==> src/design/spk_params.svh <==
`ifndef SPK_PARAMS_SVH
`define SPK_PARAMS_SVH

//////////////////////////////////////////////////////////////////////
// datapath widths
//////////////////////////////////////////////////////////////////////

// host wire and trigger endpoint width
`define SPK_HOST_W          16
// current, drive and membrane potential width
`define SPK_DATA_W          32
// right-shift amount for decay and leak
`define SPK_SHIFT_W         4
// per-window spike count width
`define SPK_COUNT_W         16

// log2 of neuron ticks per counting window
`define SPK_WINDOW_LOG2     4

//////////////////////////////////////////////////////////////////////
// configuration reset defaults
//////////////////////////////////////////////////////////////////////

// tick period minus one
`define SPK_DEF_HALF_CNT    16'd3
`define SPK_DEF_WEIGHT      16'd512
`define SPK_DEF_DECAY_SHIFT 4'd3
`define SPK_DEF_LEAK_SHIFT  4'd2
// unity gain
`define SPK_DEF_GAIN        16'h0001
`define SPK_DEF_THRESHOLD   32'd2048

`endif
==> src/design/spk_pkg.sv <==
`include "spk_params.svh"

package spk_pkg;

    // one host wire value
    typedef logic [`SPK_HOST_W-1:0] host_word_t;
    // load strobes, one bit per register
    typedef logic [`SPK_HOST_W-1:0] trig_t;

    // tick period minus one
    typedef logic [`SPK_HOST_W-1:0] half_cnt_t;
    // unsigned current step per input spike
    typedef logic [`SPK_HOST_W-1:0] weight_t;
    typedef logic [`SPK_SHIFT_W-1:0] shift_t;
    // signed multiplier ahead of the neuron
    typedef logic signed [`SPK_HOST_W-1:0] gain_t;

    // synapse current and gain-adjusted drive
    typedef logic signed [`SPK_DATA_W-1:0] current_t;
    typedef logic signed [`SPK_DATA_W-1:0] potential_t;

    typedef logic [`SPK_COUNT_W-1:0] count_t;

    // full host-set configuration
    typedef struct packed {
        half_cnt_t  half_cnt;
        weight_t    weight;
        shift_t     decay_shift;
        shift_t     leak_shift;
        gain_t      gain;
        potential_t threshold;
    } spk_cfg_t;

endpackage

==> src/design/spiking_top.sv <==
`timescale 1ns/1ps

module spiking_top
(
    input  logic                i_ep50trig,
    input  logic                i_reset_global,
    input  spk_pkg::trig_t      i_trig,
    input  spk_pkg::host_word_t i_wire_lo,
    input  spk_pkg::host_word_t i_wire_hi,
    input  logic                i_spike_in,
    output spk_pkg::current_t   o_current,
    output spk_pkg::current_t   o_drive,
    output logic                o_spike_out,
    output spk_pkg::count_t     o_spike_count,
    output logic                o_count_valid
);

    spk_pkg::spk_cfg_t cfg;
    logic              neuron_tick;
    logic              window_tick;

    //////////////////////////////////////////////////////////////////////
    // configuration and timing
    //////////////////////////////////////////////////////////////////////

    param_bank param_bank0 (
        .i_ep50trig     (i_ep50trig),
        .i_reset_global (i_reset_global),
        .i_trig         (i_trig),
        .i_wire_lo      (i_wire_lo),
        .i_wire_hi      (i_wire_hi),
        .o_cfg          (cfg)
    );

    tick_gen tick_gen0 (
        .i_ep50trig     (i_ep50trig),
        .i_reset_global (i_reset_global),
        .i_half_cnt     (cfg.half_cnt),
        .o_neuron_tick  (neuron_tick),
        .o_window_tick  (window_tick)
    );

    //////////////////////////////////////////////////////////////////////
    // spiking channel
    //////////////////////////////////////////////////////////////////////

    // synapse fed by the cross-board spike
    synapse synapse0 (
        .i_ep50trig     (i_ep50trig),
        .i_reset_global (i_reset_global),
        .i_tick         (neuron_tick),
        .i_spike_in     (i_spike_in),
        .i_weight       (cfg.weight),
        .i_decay_shift  (cfg.decay_shift),
        .o_current      (o_current)
    );

    // neuron sees pre-update current on the shared tick
    lif_neuron lif_neuron0 (
        .i_ep50trig     (i_ep50trig),
        .i_reset_global (i_reset_global),
        .i_tick         (neuron_tick),
        .i_current      (o_current),
        .i_gain         (cfg.gain),
        .i_leak_shift   (cfg.leak_shift),
        .i_threshold    (cfg.threshold),
        .o_drive        (o_drive),
        .o_spike        (o_spike_out)
    );

    spike_counter spike_counter0 (
        .i_ep50trig     (i_ep50trig),
        .i_reset_global (i_reset_global),
        .i_spike        (o_spike_out),
        .i_window_tick  (window_tick),
        .o_count        (o_spike_count),
        .o_count_valid  (o_count_valid)
    );

endmodule

==> src/design/spike_counter.sv <==
`timescale 1ns/1ps

module spike_counter
(
    input  logic            i_ep50trig,
    input  logic            i_reset_global,
    input  logic            i_spike,
    input  logic            i_window_tick,
    output spk_pkg::count_t o_count,
    output logic            o_count_valid
);

    spk_pkg::count_t cnt_q;
    spk_pkg::count_t cnt_next;
    spk_pkg::count_t count_q;
    logic            valid_q;

    // saturating increment
    // holds at all ones
    always_comb
    begin
        cnt_next = cnt_q;
        if (i_spike && (cnt_q != '1))
            cnt_next = cnt_q + 1'b1;
    end

    always_ff @(posedge i_ep50trig)
    begin
        if (i_reset_global)
        begin
            cnt_q   <= '0;
            count_q <= '0;
            valid_q <= 1'b0;
        end
        else if (i_window_tick)
        begin
            // publish incl. spike on the closing cycle
            count_q <= cnt_next;
            cnt_q   <= '0;
            valid_q <= 1'b1;
        end
        else
        begin
            cnt_q   <= cnt_next;
            valid_q <= 1'b0;
        end
    end

    // count held between windows
    assign o_count       = count_q;
    assign o_count_valid = valid_q;

endmodule

==> src/design/lif_neuron.sv <==
`timescale 1ns/1ps

module lif_neuron
(
    input  logic                i_ep50trig,
    input  logic                i_reset_global,
    input  logic                i_tick,
    input  spk_pkg::current_t   i_current,
    input  spk_pkg::gain_t      i_gain,
    input  spk_pkg::shift_t     i_leak_shift,
    input  spk_pkg::potential_t i_threshold,
    output spk_pkg::current_t   o_drive,
    output logic                o_spike
);

    // full product width before truncation
    localparam int PROD_W = $bits(spk_pkg::current_t) + $bits(spk_pkg::gain_t);

    logic signed [PROD_W-1:0] product;
    spk_pkg::current_t        drive_next;
    spk_pkg::current_t        drive_q;
    spk_pkg::potential_t      leak_step;
    spk_pkg::potential_t      pot_sum;
    spk_pkg::potential_t      pot_q;
    logic                     fire;
    logic                     spike_q;

    //////////////////////////////////////////////////////////////////////
    // gain stage
    //////////////////////////////////////////////////////////////////////

    // signed multiply, low word kept
    // wraps on overflow
    assign product    = i_current * i_gain;
    assign drive_next = spk_pkg::current_t'(product[$bits(spk_pkg::current_t)-1:0]);

    //////////////////////////////////////////////////////////////////////
    // membrane
    //////////////////////////////////////////////////////////////////////

    // leak by shift, then integrate the new drive
    always_comb
    begin
        leak_step = pot_q >>> i_leak_shift;
        pot_sum   = pot_q - leak_step + drive_next;
        fire      = (pot_sum >= i_threshold);
    end

    always_ff @(posedge i_ep50trig)
    begin
        if (i_reset_global)
        begin
            drive_q <= '0;
            pot_q   <= '0;
            spike_q <= 1'b0;
        end
        else
        begin
            // spike is one cycle wide
            spike_q <= i_tick & fire;
            if (i_tick)
            begin
                drive_q <= drive_next;
                // restart from rest on a crossing
                if (fire)
                    pot_q <= '0;
                else
                    pot_q <= pot_sum;
            end
        end
    end

    assign o_drive = drive_q;
    assign o_spike = spike_q;

endmodule

==> src/design/synapse.sv <==
`timescale 1ns/1ps

module synapse
(
    input  logic              i_ep50trig,
    input  logic              i_reset_global,
    input  logic              i_tick,
    input  logic              i_spike_in,
    input  spk_pkg::weight_t  i_weight,
    input  spk_pkg::shift_t   i_decay_shift,
    output spk_pkg::current_t o_current
);

    logic              pending_q;
    logic              spike_seen;
    spk_pkg::current_t current_q;
    spk_pkg::current_t weight_ext;
    spk_pkg::current_t decay_step;
    spk_pkg::current_t current_next;

    // spike held until the next tick
    // a spike on the tick itself still counts
    assign spike_seen = pending_q | i_spike_in;

    always_ff @(posedge i_ep50trig)
    begin
        if (i_reset_global)
            pending_q <= 1'b0;
        else if (i_tick)
            pending_q <= 1'b0;
        else if (i_spike_in)
            pending_q <= 1'b1;
    end

    // weight is unsigned, zero extend
    assign weight_ext = spk_pkg::current_t'({{($bits(spk_pkg::current_t)
                        - $bits(spk_pkg::weight_t)){1'b0}}, i_weight});

    // exponential decay by arithmetic shift
    always_comb
    begin
        decay_step   = current_q >>> i_decay_shift;
        current_next = current_q - decay_step;
        if (spike_seen)
            current_next = current_next + weight_ext;
    end

    // current only moves on tick cycles
    always_ff @(posedge i_ep50trig)
    begin
        if (i_reset_global)
            current_q <= '0;
        else if (i_tick)
            current_q <= current_next;
    end

    assign o_current = current_q;

endmodule

==> src/design/tick_gen.sv <==
`timescale 1ns/1ps
`include "spk_params.svh"

module tick_gen
(
    input  logic               i_ep50trig,
    input  logic               i_reset_global,
    input  spk_pkg::half_cnt_t i_half_cnt,
    output logic               o_neuron_tick,
    output logic               o_window_tick
);

    //////////////////////////////////////////////////////////////////////
    // neuron rate divider
    //////////////////////////////////////////////////////////////////////

    spk_pkg::half_cnt_t cyc_cnt_q;
    logic [`SPK_WINDOW_LOG2-1:0] win_cnt_q;

    // tick once counter reaches period minus one
    // >= also catches a period shortened mid-count
    assign o_neuron_tick = (cyc_cnt_q >= i_half_cnt);

    always_ff @(posedge i_ep50trig)
    begin
        if (i_reset_global)
            cyc_cnt_q <= '0;
        else if (o_neuron_tick)
            cyc_cnt_q <= '0;
        else
            cyc_cnt_q <= cyc_cnt_q + 1'b1;
    end

    //////////////////////////////////////////////////////////////////////
    // counting window
    //////////////////////////////////////////////////////////////////////

    // neuron ticks seen in current window, wraps
    always_ff @(posedge i_ep50trig)
    begin
        if (i_reset_global)
            win_cnt_q <= '0;
        else if (o_neuron_tick)
            win_cnt_q <= win_cnt_q + 1'b1;
    end

    // last tick of the group closes the window
    assign o_window_tick = o_neuron_tick && (&win_cnt_q);

endmodule

==> src/design/param_bank.sv <==
`timescale 1ns/1ps
`include "spk_params.svh"

module param_bank
(
    input  logic                i_ep50trig,
    input  logic                i_reset_global,
    input  spk_pkg::trig_t      i_trig,
    input  spk_pkg::host_word_t i_wire_lo,
    input  spk_pkg::host_word_t i_wire_hi,
    output spk_pkg::spk_cfg_t   o_cfg
);

    // trigger bit per register
    localparam int TRIG_HALF_CNT  = 0;
    localparam int TRIG_WEIGHT    = 1;
    localparam int TRIG_SHIFTS    = 2;
    localparam int TRIG_GAIN      = 3;
    localparam int TRIG_THRESHOLD = 4;

    spk_pkg::spk_cfg_t cfg_q;

    // tick period
    always_ff @(posedge i_ep50trig)
    begin
        if (i_reset_global)
            cfg_q.half_cnt <= `SPK_DEF_HALF_CNT;
        else if (i_trig[TRIG_HALF_CNT])
            cfg_q.half_cnt <= i_wire_lo;
    end

    // synaptic weight
    always_ff @(posedge i_ep50trig)
    begin
        if (i_reset_global)
            cfg_q.weight <= `SPK_DEF_WEIGHT;
        else if (i_trig[TRIG_WEIGHT])
            cfg_q.weight <= i_wire_lo;
    end

    // decay in low nibble, leak in next nibble
    always_ff @(posedge i_ep50trig)
    begin
        if (i_reset_global)
        begin
            cfg_q.decay_shift <= `SPK_DEF_DECAY_SHIFT;
            cfg_q.leak_shift  <= `SPK_DEF_LEAK_SHIFT;
        end
        else if (i_trig[TRIG_SHIFTS])
        begin
            cfg_q.decay_shift <= i_wire_lo[3:0];
            cfg_q.leak_shift  <= i_wire_lo[7:4];
        end
    end

    // signed synapse gain
    always_ff @(posedge i_ep50trig)
    begin
        if (i_reset_global)
            cfg_q.gain <= `SPK_DEF_GAIN;
        else if (i_trig[TRIG_GAIN])
            cfg_q.gain <= spk_pkg::gain_t'(i_wire_lo);
    end

    // threshold spans both wires, hi word on top
    always_ff @(posedge i_ep50trig)
    begin
        if (i_reset_global)
            cfg_q.threshold <= `SPK_DEF_THRESHOLD;
        else if (i_trig[TRIG_THRESHOLD])
            cfg_q.threshold <= spk_pkg::potential_t'({i_wire_hi, i_wire_lo});
    end

    assign o_cfg = cfg_q;

endmodule

==> config.mk <==
export PLATFORM = sky130hd
export DESIGN_NAME = spiking_top
export DESIGN_NICKNAME = d
export VERILOG_FILES = /design/src/design/spk_pkg.sv /design/src/design/spiking_top.sv /design/src/design/spike_counter.sv /design/src/design/lif_neuron.sv /design/src/design/synapse.sv /design/src/design/tick_gen.sv /design/src/design/param_bank.sv
export VERILOG_INCLUDE_DIRS = /design/src /design/src/design
export SDC_FILE = /design/constraint.sdc
export NUM_CORES = 2
export LEC_CHECK = 0
export BUFFER_PORTS_ARGS = -buffer_cell sky130_fd_sc_hd__buf_2
export CAP_MARGIN = 20
export CORE_MARGIN = 5
export CORE_UTILIZATION = 55
export CTS_CLUSTER_SIZE = 30
export DETAILED_ROUTE_END_ITERATION = 10
export HOLD_SLACK_MARGIN = 0.06
export PLACE_DENSITY_LB_ADDON = 0.08
export SETUP_SLACK_MARGIN = 0.05
export SYNTH_ARGS = -nofsm -noshare
export SYNTH_HDL_FRONTEND = slang
export SYNTH_HIERARCHICAL = 1
export SYNTH_SLANG_ARGS = --single-unit
==> constraint.sdc <==
create_clock -name i_ep50trig -period 13.2 [get_ports i_ep50trig]
set_input_delay 2.64 -clock i_ep50trig [delete_from_list [all_inputs] [get_ports i_ep50trig]]
set_output_delay 2.64 -clock i_ep50trig [all_outputs]
set_load 0.01 [all_outputs]
==> metrics.txt <==
# TYPE chip_impl_metric gauge
chip_impl_metric{name="placementRows",unit=""} 87
chip_impl_metric{name="io_buffer_count",unit=""} 121
chip_impl_metric{name="timing.final.crit_share",unit=""} 0.9286
chip_impl_metric{name="cts_made_buffers",unit=""} 27
chip_impl_metric{name="asyncSetResetFlopFracSynth",unit=""} 0
chip_impl_metric{name="cts_num_sinks",unit=""} 239
chip_impl_metric{name="synth_warnings",unit=""} 6
chip_impl_metric{name="post-cts-setup-buffers",unit=""} 0
chip_impl_metric{name="clk_transition_reported_paths",unit="ns"} 0.07
chip_impl_metric{name="synth.distinct_cells",unit=""} 104
chip_impl_metric{name="gr-usage-all-layers",unit=""} 0.2921
chip_impl_metric{name="synth_enable_flop_cells",unit=""} 0
chip_impl_info{name="run_status",value="finished, final reports clean"} 1
chip_impl_metric{name="synth_area_per_cell",unit="um^2"} 8.444
chip_impl_info{name="synth_most_common_cell",value="sky130_fd_sc_hd__inv_1"} 1
chip_impl_metric{name="average_wire_length_per_cell_after_detail_routing",unit="um"} 20.13
chip_impl_metric{name="timing.max_cap.violations",unit=""} 0
chip_impl_info{name="rsz_0062_raised_after_global_routing",value="no"} 1
chip_impl_metric{name="ctsLongestPathBuffers",unit=""} 3
chip_impl_metric{name="clk-insertion-delay-late",unit="ns"} 0.59
chip_impl_metric{name="die_height",unit="um"} 247.5
chip_impl_metric{name="cp_slowest_stage_delay",unit="ns"} 0.90
chip_impl_metric{name="dpl.hpwl",unit="um"} 71810
chip_impl_metric{name="worst_slew_margin_rel",unit=""} 0.3236
chip_impl_metric{name="p_total",unit="W"} 0.003931
chip_impl_metric{name="grt_max_degree",unit=""} 90
chip_impl_metric{name="ios",unit=""} 133
chip_impl_metric{name="htree_num_levels",unit=""} 1
chip_impl_info{name="critical_path_source_type",value="flop"} 1
chip_impl_metric{name="postLayoutSetupSlackWorst",unit="ns"} 0.9425
chip_impl_info{name="critPathMostFrequentCell",value="sky130_fd_sc_hd__fa_1"} 1
chip_impl_metric{name="die-width",unit="um"} 247.5
chip_impl_metric{name="leakage",unit="nW"} 15.08
chip_impl_metric{name="cp_max_fo",unit=""} 29
chip_impl_metric{name="drt_pass1_iterations",unit=""} 5
chip_impl_metric{name="hold_ws",unit="ns"} 0.4576
chip_impl_metric{name="syn_area",unit="mm^2"} 0.03102
chip_impl_info{name="path_class",value="reg -> reg"} 1
chip_impl_info{name="cell_types_with_the_largest_area_share_after_synthesis",value="sky130_fd_sc_hd__fa_1 (22%), sky130_fd_sc_hd__dfxtp_1 (15%), sky130_fd_sc_hd__ha_1 (9.0%), sky130_fd_sc_hd__inv_1 (7.1%), sky130_fd_sc_hd__mux2i_1 (4.8%)"} 1
chip_impl_metric{name="finalSetupTns",unit="ns"} 0
chip_impl_metric{name="detailroute.via_count",unit=""} 26070
chip_impl_info{name="worst_hold_path_type",value="reg -> reg"} 1
chip_impl_info{name="tritoncts_clock_tree",value="built"} 1
chip_impl_metric{name="initial_utilization",unit=""} 0.5523
chip_impl_metric{name="grt_first_pass_wirelength",unit="um"} 143700
chip_impl_metric{name="yosys_register_bits",unit=""} 239
chip_impl_metric{name="post_route_cells_drive_above_1_share",unit=""} 0.09322
chip_impl_metric{name="powerDensity",unit="mW/mm^2"} 119.0
chip_impl_info{name="netlist_top_cells_count",value="sky130_fd_sc_hd__inv_1 (587), sky130_fd_sc_hd__nand2_1 (359), sky130_fd_sc_hd__fa_1 (337)"} 1
chip_impl_metric{name="syn-instance-count",unit=""} 3674
chip_impl_metric{name="postRouteWirelength",unit="um"} 90410
chip_impl_metric{name="drt_first_iter_violations",unit=""} 2101
chip_impl_metric{name="synth_fp_nets",unit=""} 4286
chip_impl_metric{name="ys_seq_area_frac",unit=""} 0.1542
chip_impl_metric{name="post_drt_via_cell_ratio",unit=""} 5.804
chip_impl_metric{name="final_period_minus_worst_setup_slack",unit="ns"} 12.26
chip_impl_metric{name="dpl_worst_slack",unit="ns"} 1.159
chip_impl_metric{name="floorplan.die_area",unit="mm^2"} 0.06126
chip_impl_info{name="end_kind",value="flop"} 1
chip_impl_metric{name="globalRoute.totalOverflow",unit=""} 0
chip_impl_metric{name="timing.final.hold_violations",unit=""} 0
chip_impl_metric{name="vdd_ir_drop_max",unit="mV"} 0.1981
chip_impl_metric{name="timing.clock.skew",unit="ns"} 0.03846
chip_impl_metric{name="first_global_vias",unit=""} 26310
chip_impl_info{name="cts-root-buf",value="sky130_fd_sc_hd__clkbuf_16"} 1
chip_impl_metric{name="final_core_utilization",unit=""} 0.5883
chip_impl_metric{name="cts-hold-fix-buffers",unit=""} 0
chip_impl_metric{name="crit_required",unit="ns"} 13.68
chip_impl_metric{name="cts_repair_resize_count",unit=""} 0
chip_impl_metric{name="residual_antenna_violating_net_count_after_detailed_routing",unit=""} 0
chip_impl_metric{name="synth_top_area_frac",unit=""} 0.2175
chip_impl_metric{name="area_delta_synth_final",unit="%"} 6.509
chip_impl_metric{name="number_of_antenna_violations_at_the_first_check_in_global_routing",unit=""} 2
chip_impl_metric{name="timing.final.max_slew_violations",unit=""} 0
chip_impl_metric{name="achievable-frequency",unit="MHz"} 81.58
chip_impl_metric{name="gp_routability_congestion",unit=""} 0.9219
chip_impl_info{name="synthFlopType",value="sky130_fd_sc_hd__dfxtp_1"} 1
chip_impl_metric{name="floorplan.core_area",unit="mm^2"} 0.05617
chip_impl_metric{name="setup_viol",unit=""} 0
chip_impl_metric{name="worst_pin_slew",unit="ns"} 1.015
chip_impl_info{name="synth_largest_area_cell",value="sky130_fd_sc_hd__fa_1"} 1
chip_impl_metric{name="drc",unit=""} 0
chip_impl_metric{name="nNetsFinal",unit=""} 4325
chip_impl_info{name="critPathSlowestCell",value="sky130_fd_sc_hd__dfxtp_1"} 1
chip_impl_metric{name="worst-endpoint-arrival",unit="ns"} 12.74
cells in the final DEF (no fill, tap or decap), types with 10 or more instances in the layout:
cell,Yosys,layout
sky130_fd_sc_hd__o21a_1,23,23
sky130_fd_sc_hd__nand2b_1,53,53
sky130_fd_sc_hd__clkbuf_16,0,27
sky130_fd_sc_hd__mux2_2,22,22
sky130_fd_sc_hd__and3_1,16,16
sky130_fd_sc_hd__or3_1,20,20
sky130_fd_sc_hd__a211o_1,15,15
sky130_fd_sc_hd__a31oi_1,28,28
sky130_fd_sc_hd__o21ai_1,10,10
sky130_fd_sc_hd__inv_1,587,587
sky130_fd_sc_hd__a21oi_1,162,162
sky130_fd_sc_hd__a211oi_1,42,42
sky130_fd_sc_hd__o21ai_0,105,105
sky130_fd_sc_hd__and2_1,198,198
sky130_fd_sc_hd__nor3_1,36,36
sky130_fd_sc_hd__buf_2,19,120
sky130_fd_sc_hd__ha_1,224,224
sky130_fd_sc_hd__dfxtp_1,239,238
sky130_fd_sc_hd__nand4_1,57,57
sky130_fd_sc_hd__o21bai_1,14,14
sky130_fd_sc_hd__a21o_1,52,52
sky130_fd_sc_hd__nor4_1,11,11
sky130_fd_sc_hd__nor2b_1,38,38
sky130_fd_sc_hd__a311oi_1,15,15
sky130_fd_sc_hd__buf_4,2,66
sky130_fd_sc_hd__nand2_1,359,359
sky130_fd_sc_hd__o211ai_1,27,27
sky130_fd_sc_hd__nor2_1,265,265
sky130_fd_sc_hd__xor2_1,53,53
sky130_fd_sc_hd__nand3_1,46,45
sky130_fd_sc_hd__mux2i_1,148,148
sky130_fd_sc_hd__fa_1,337,337
sky130_fd_sc_hd__xnor2_1,80,80
sky130_fd_sc_hd__and4_1,11,11
sky130_fd_sc_hd__mux4_2,33,33
cells by family (layout without fill, tap and decap cells):
| family | count (synthesis) | count (layout) | share of synthesized area |
|---|---|---|---|
| other | 0 | 2 | 0 |
| DFF | 239 | 239 | 0.1542 |
| AOI/OAI and AO/OA | 583 | 583 | 0.1244 |
| and+or+nand+nor | 1181 | 1181 | 0.1928 |
| adders and majority gates | 561 | 561 | 0.3078 |
| xor gates and xnor gates | 136 | 136 | 0.03932 |
| buffers and inverters | 771 | 830 | 0.1018 |
| muxes | 203 | 203 | 0.07969 |
layout make-up:
cell class | instances | area [um^2]
inverters | 594 | 2230
well taps | 756 | 945.9
flip-flops and latches | 239 | 4786
fillers | 5168 | 23120
clock buffers | 32 | 704.4
diodes | 2 | 5.005
repair buffers | 187 | 1107
multi-input cells | 2664 | 23110
clock inverters | 17 | 157.7
final timing paths:
kind	start	end	slack, ns	cells past startpoint
hold / removal	spike_counter0/o_count[0]$_SDFFE_PP0P_	spike_counter0/o_count[0]$_SDFFE_PP0P_	0.46	2
hold reg to reg	spike_counter0/o_count[0]$_SDFFE_PP0P_	spike_counter0/o_count[0]$_SDFFE_PP0P_	0.46	2
setup reg to reg	synapse0/o_current[6]$_SDFFE_PP0P_	lif_neuron0/pot_q[1]$_SDFFE_PP0P_	0.94	40
setup / recovery	synapse0/o_current[6]$_SDFFE_PP0P_	lif_neuron0/pot_q[1]$_SDFFE_PP0P_	0.94	40
power by group:
part,switching [W],internal (W)
clock,0.000337,0.000408
combinational,0.00147,0.000905
sequential,0.0000595,0.000753
metrics by stage:
step / cell area, um^2 / std cells
after detailed placement: 32180 / 4440
after floorplan: 31020 / 3674
after global routing: 33040 / 4489
after CTS: 33040 / 4489
after global placement: 32180 / 4440
final: 33040 / 4491
critical path: cells and delay by family (launching register included):
family	cells	cell delay (ns)
adder cells (fa/ha/maj)	10	4.63
AO/OA/AOI/OAI	12	2.91
AND/OR/NAND/NOR	11	2.44
flip-flops	1	0.90
buffers and inverters	6	0.87
XOR/XNOR	1	0.38
flip-flops by register name, summed over array words and instances, names as in the netlist, 4 cells and up:
| register | cells |
|---|---|
| spike_counter0/cnt_q | 16 |
| lif_neuron0/pot_q | 32 |
| tick_gen0/win_cnt_q | 4 |
| spike_counter0/o_count | 16 |
| lif_neuron0/o_drive | 32 |
| synapse0/o_current | 32 |
| tick_gen0/cyc_cnt_q | 16 |
| param_bank0/o_cfg | 88 |
per-layer routing:
layer	global-route usage	up-vias	routed length, um
li1	-	12150	-
met1	0.4095	12890	39910
met2	0.4917	890	42730
met3	0.03069	136	5577
met4	0.06805	0	2185
met5	0	-	0
Note: power is estimated with default switching activity, not from simulation.
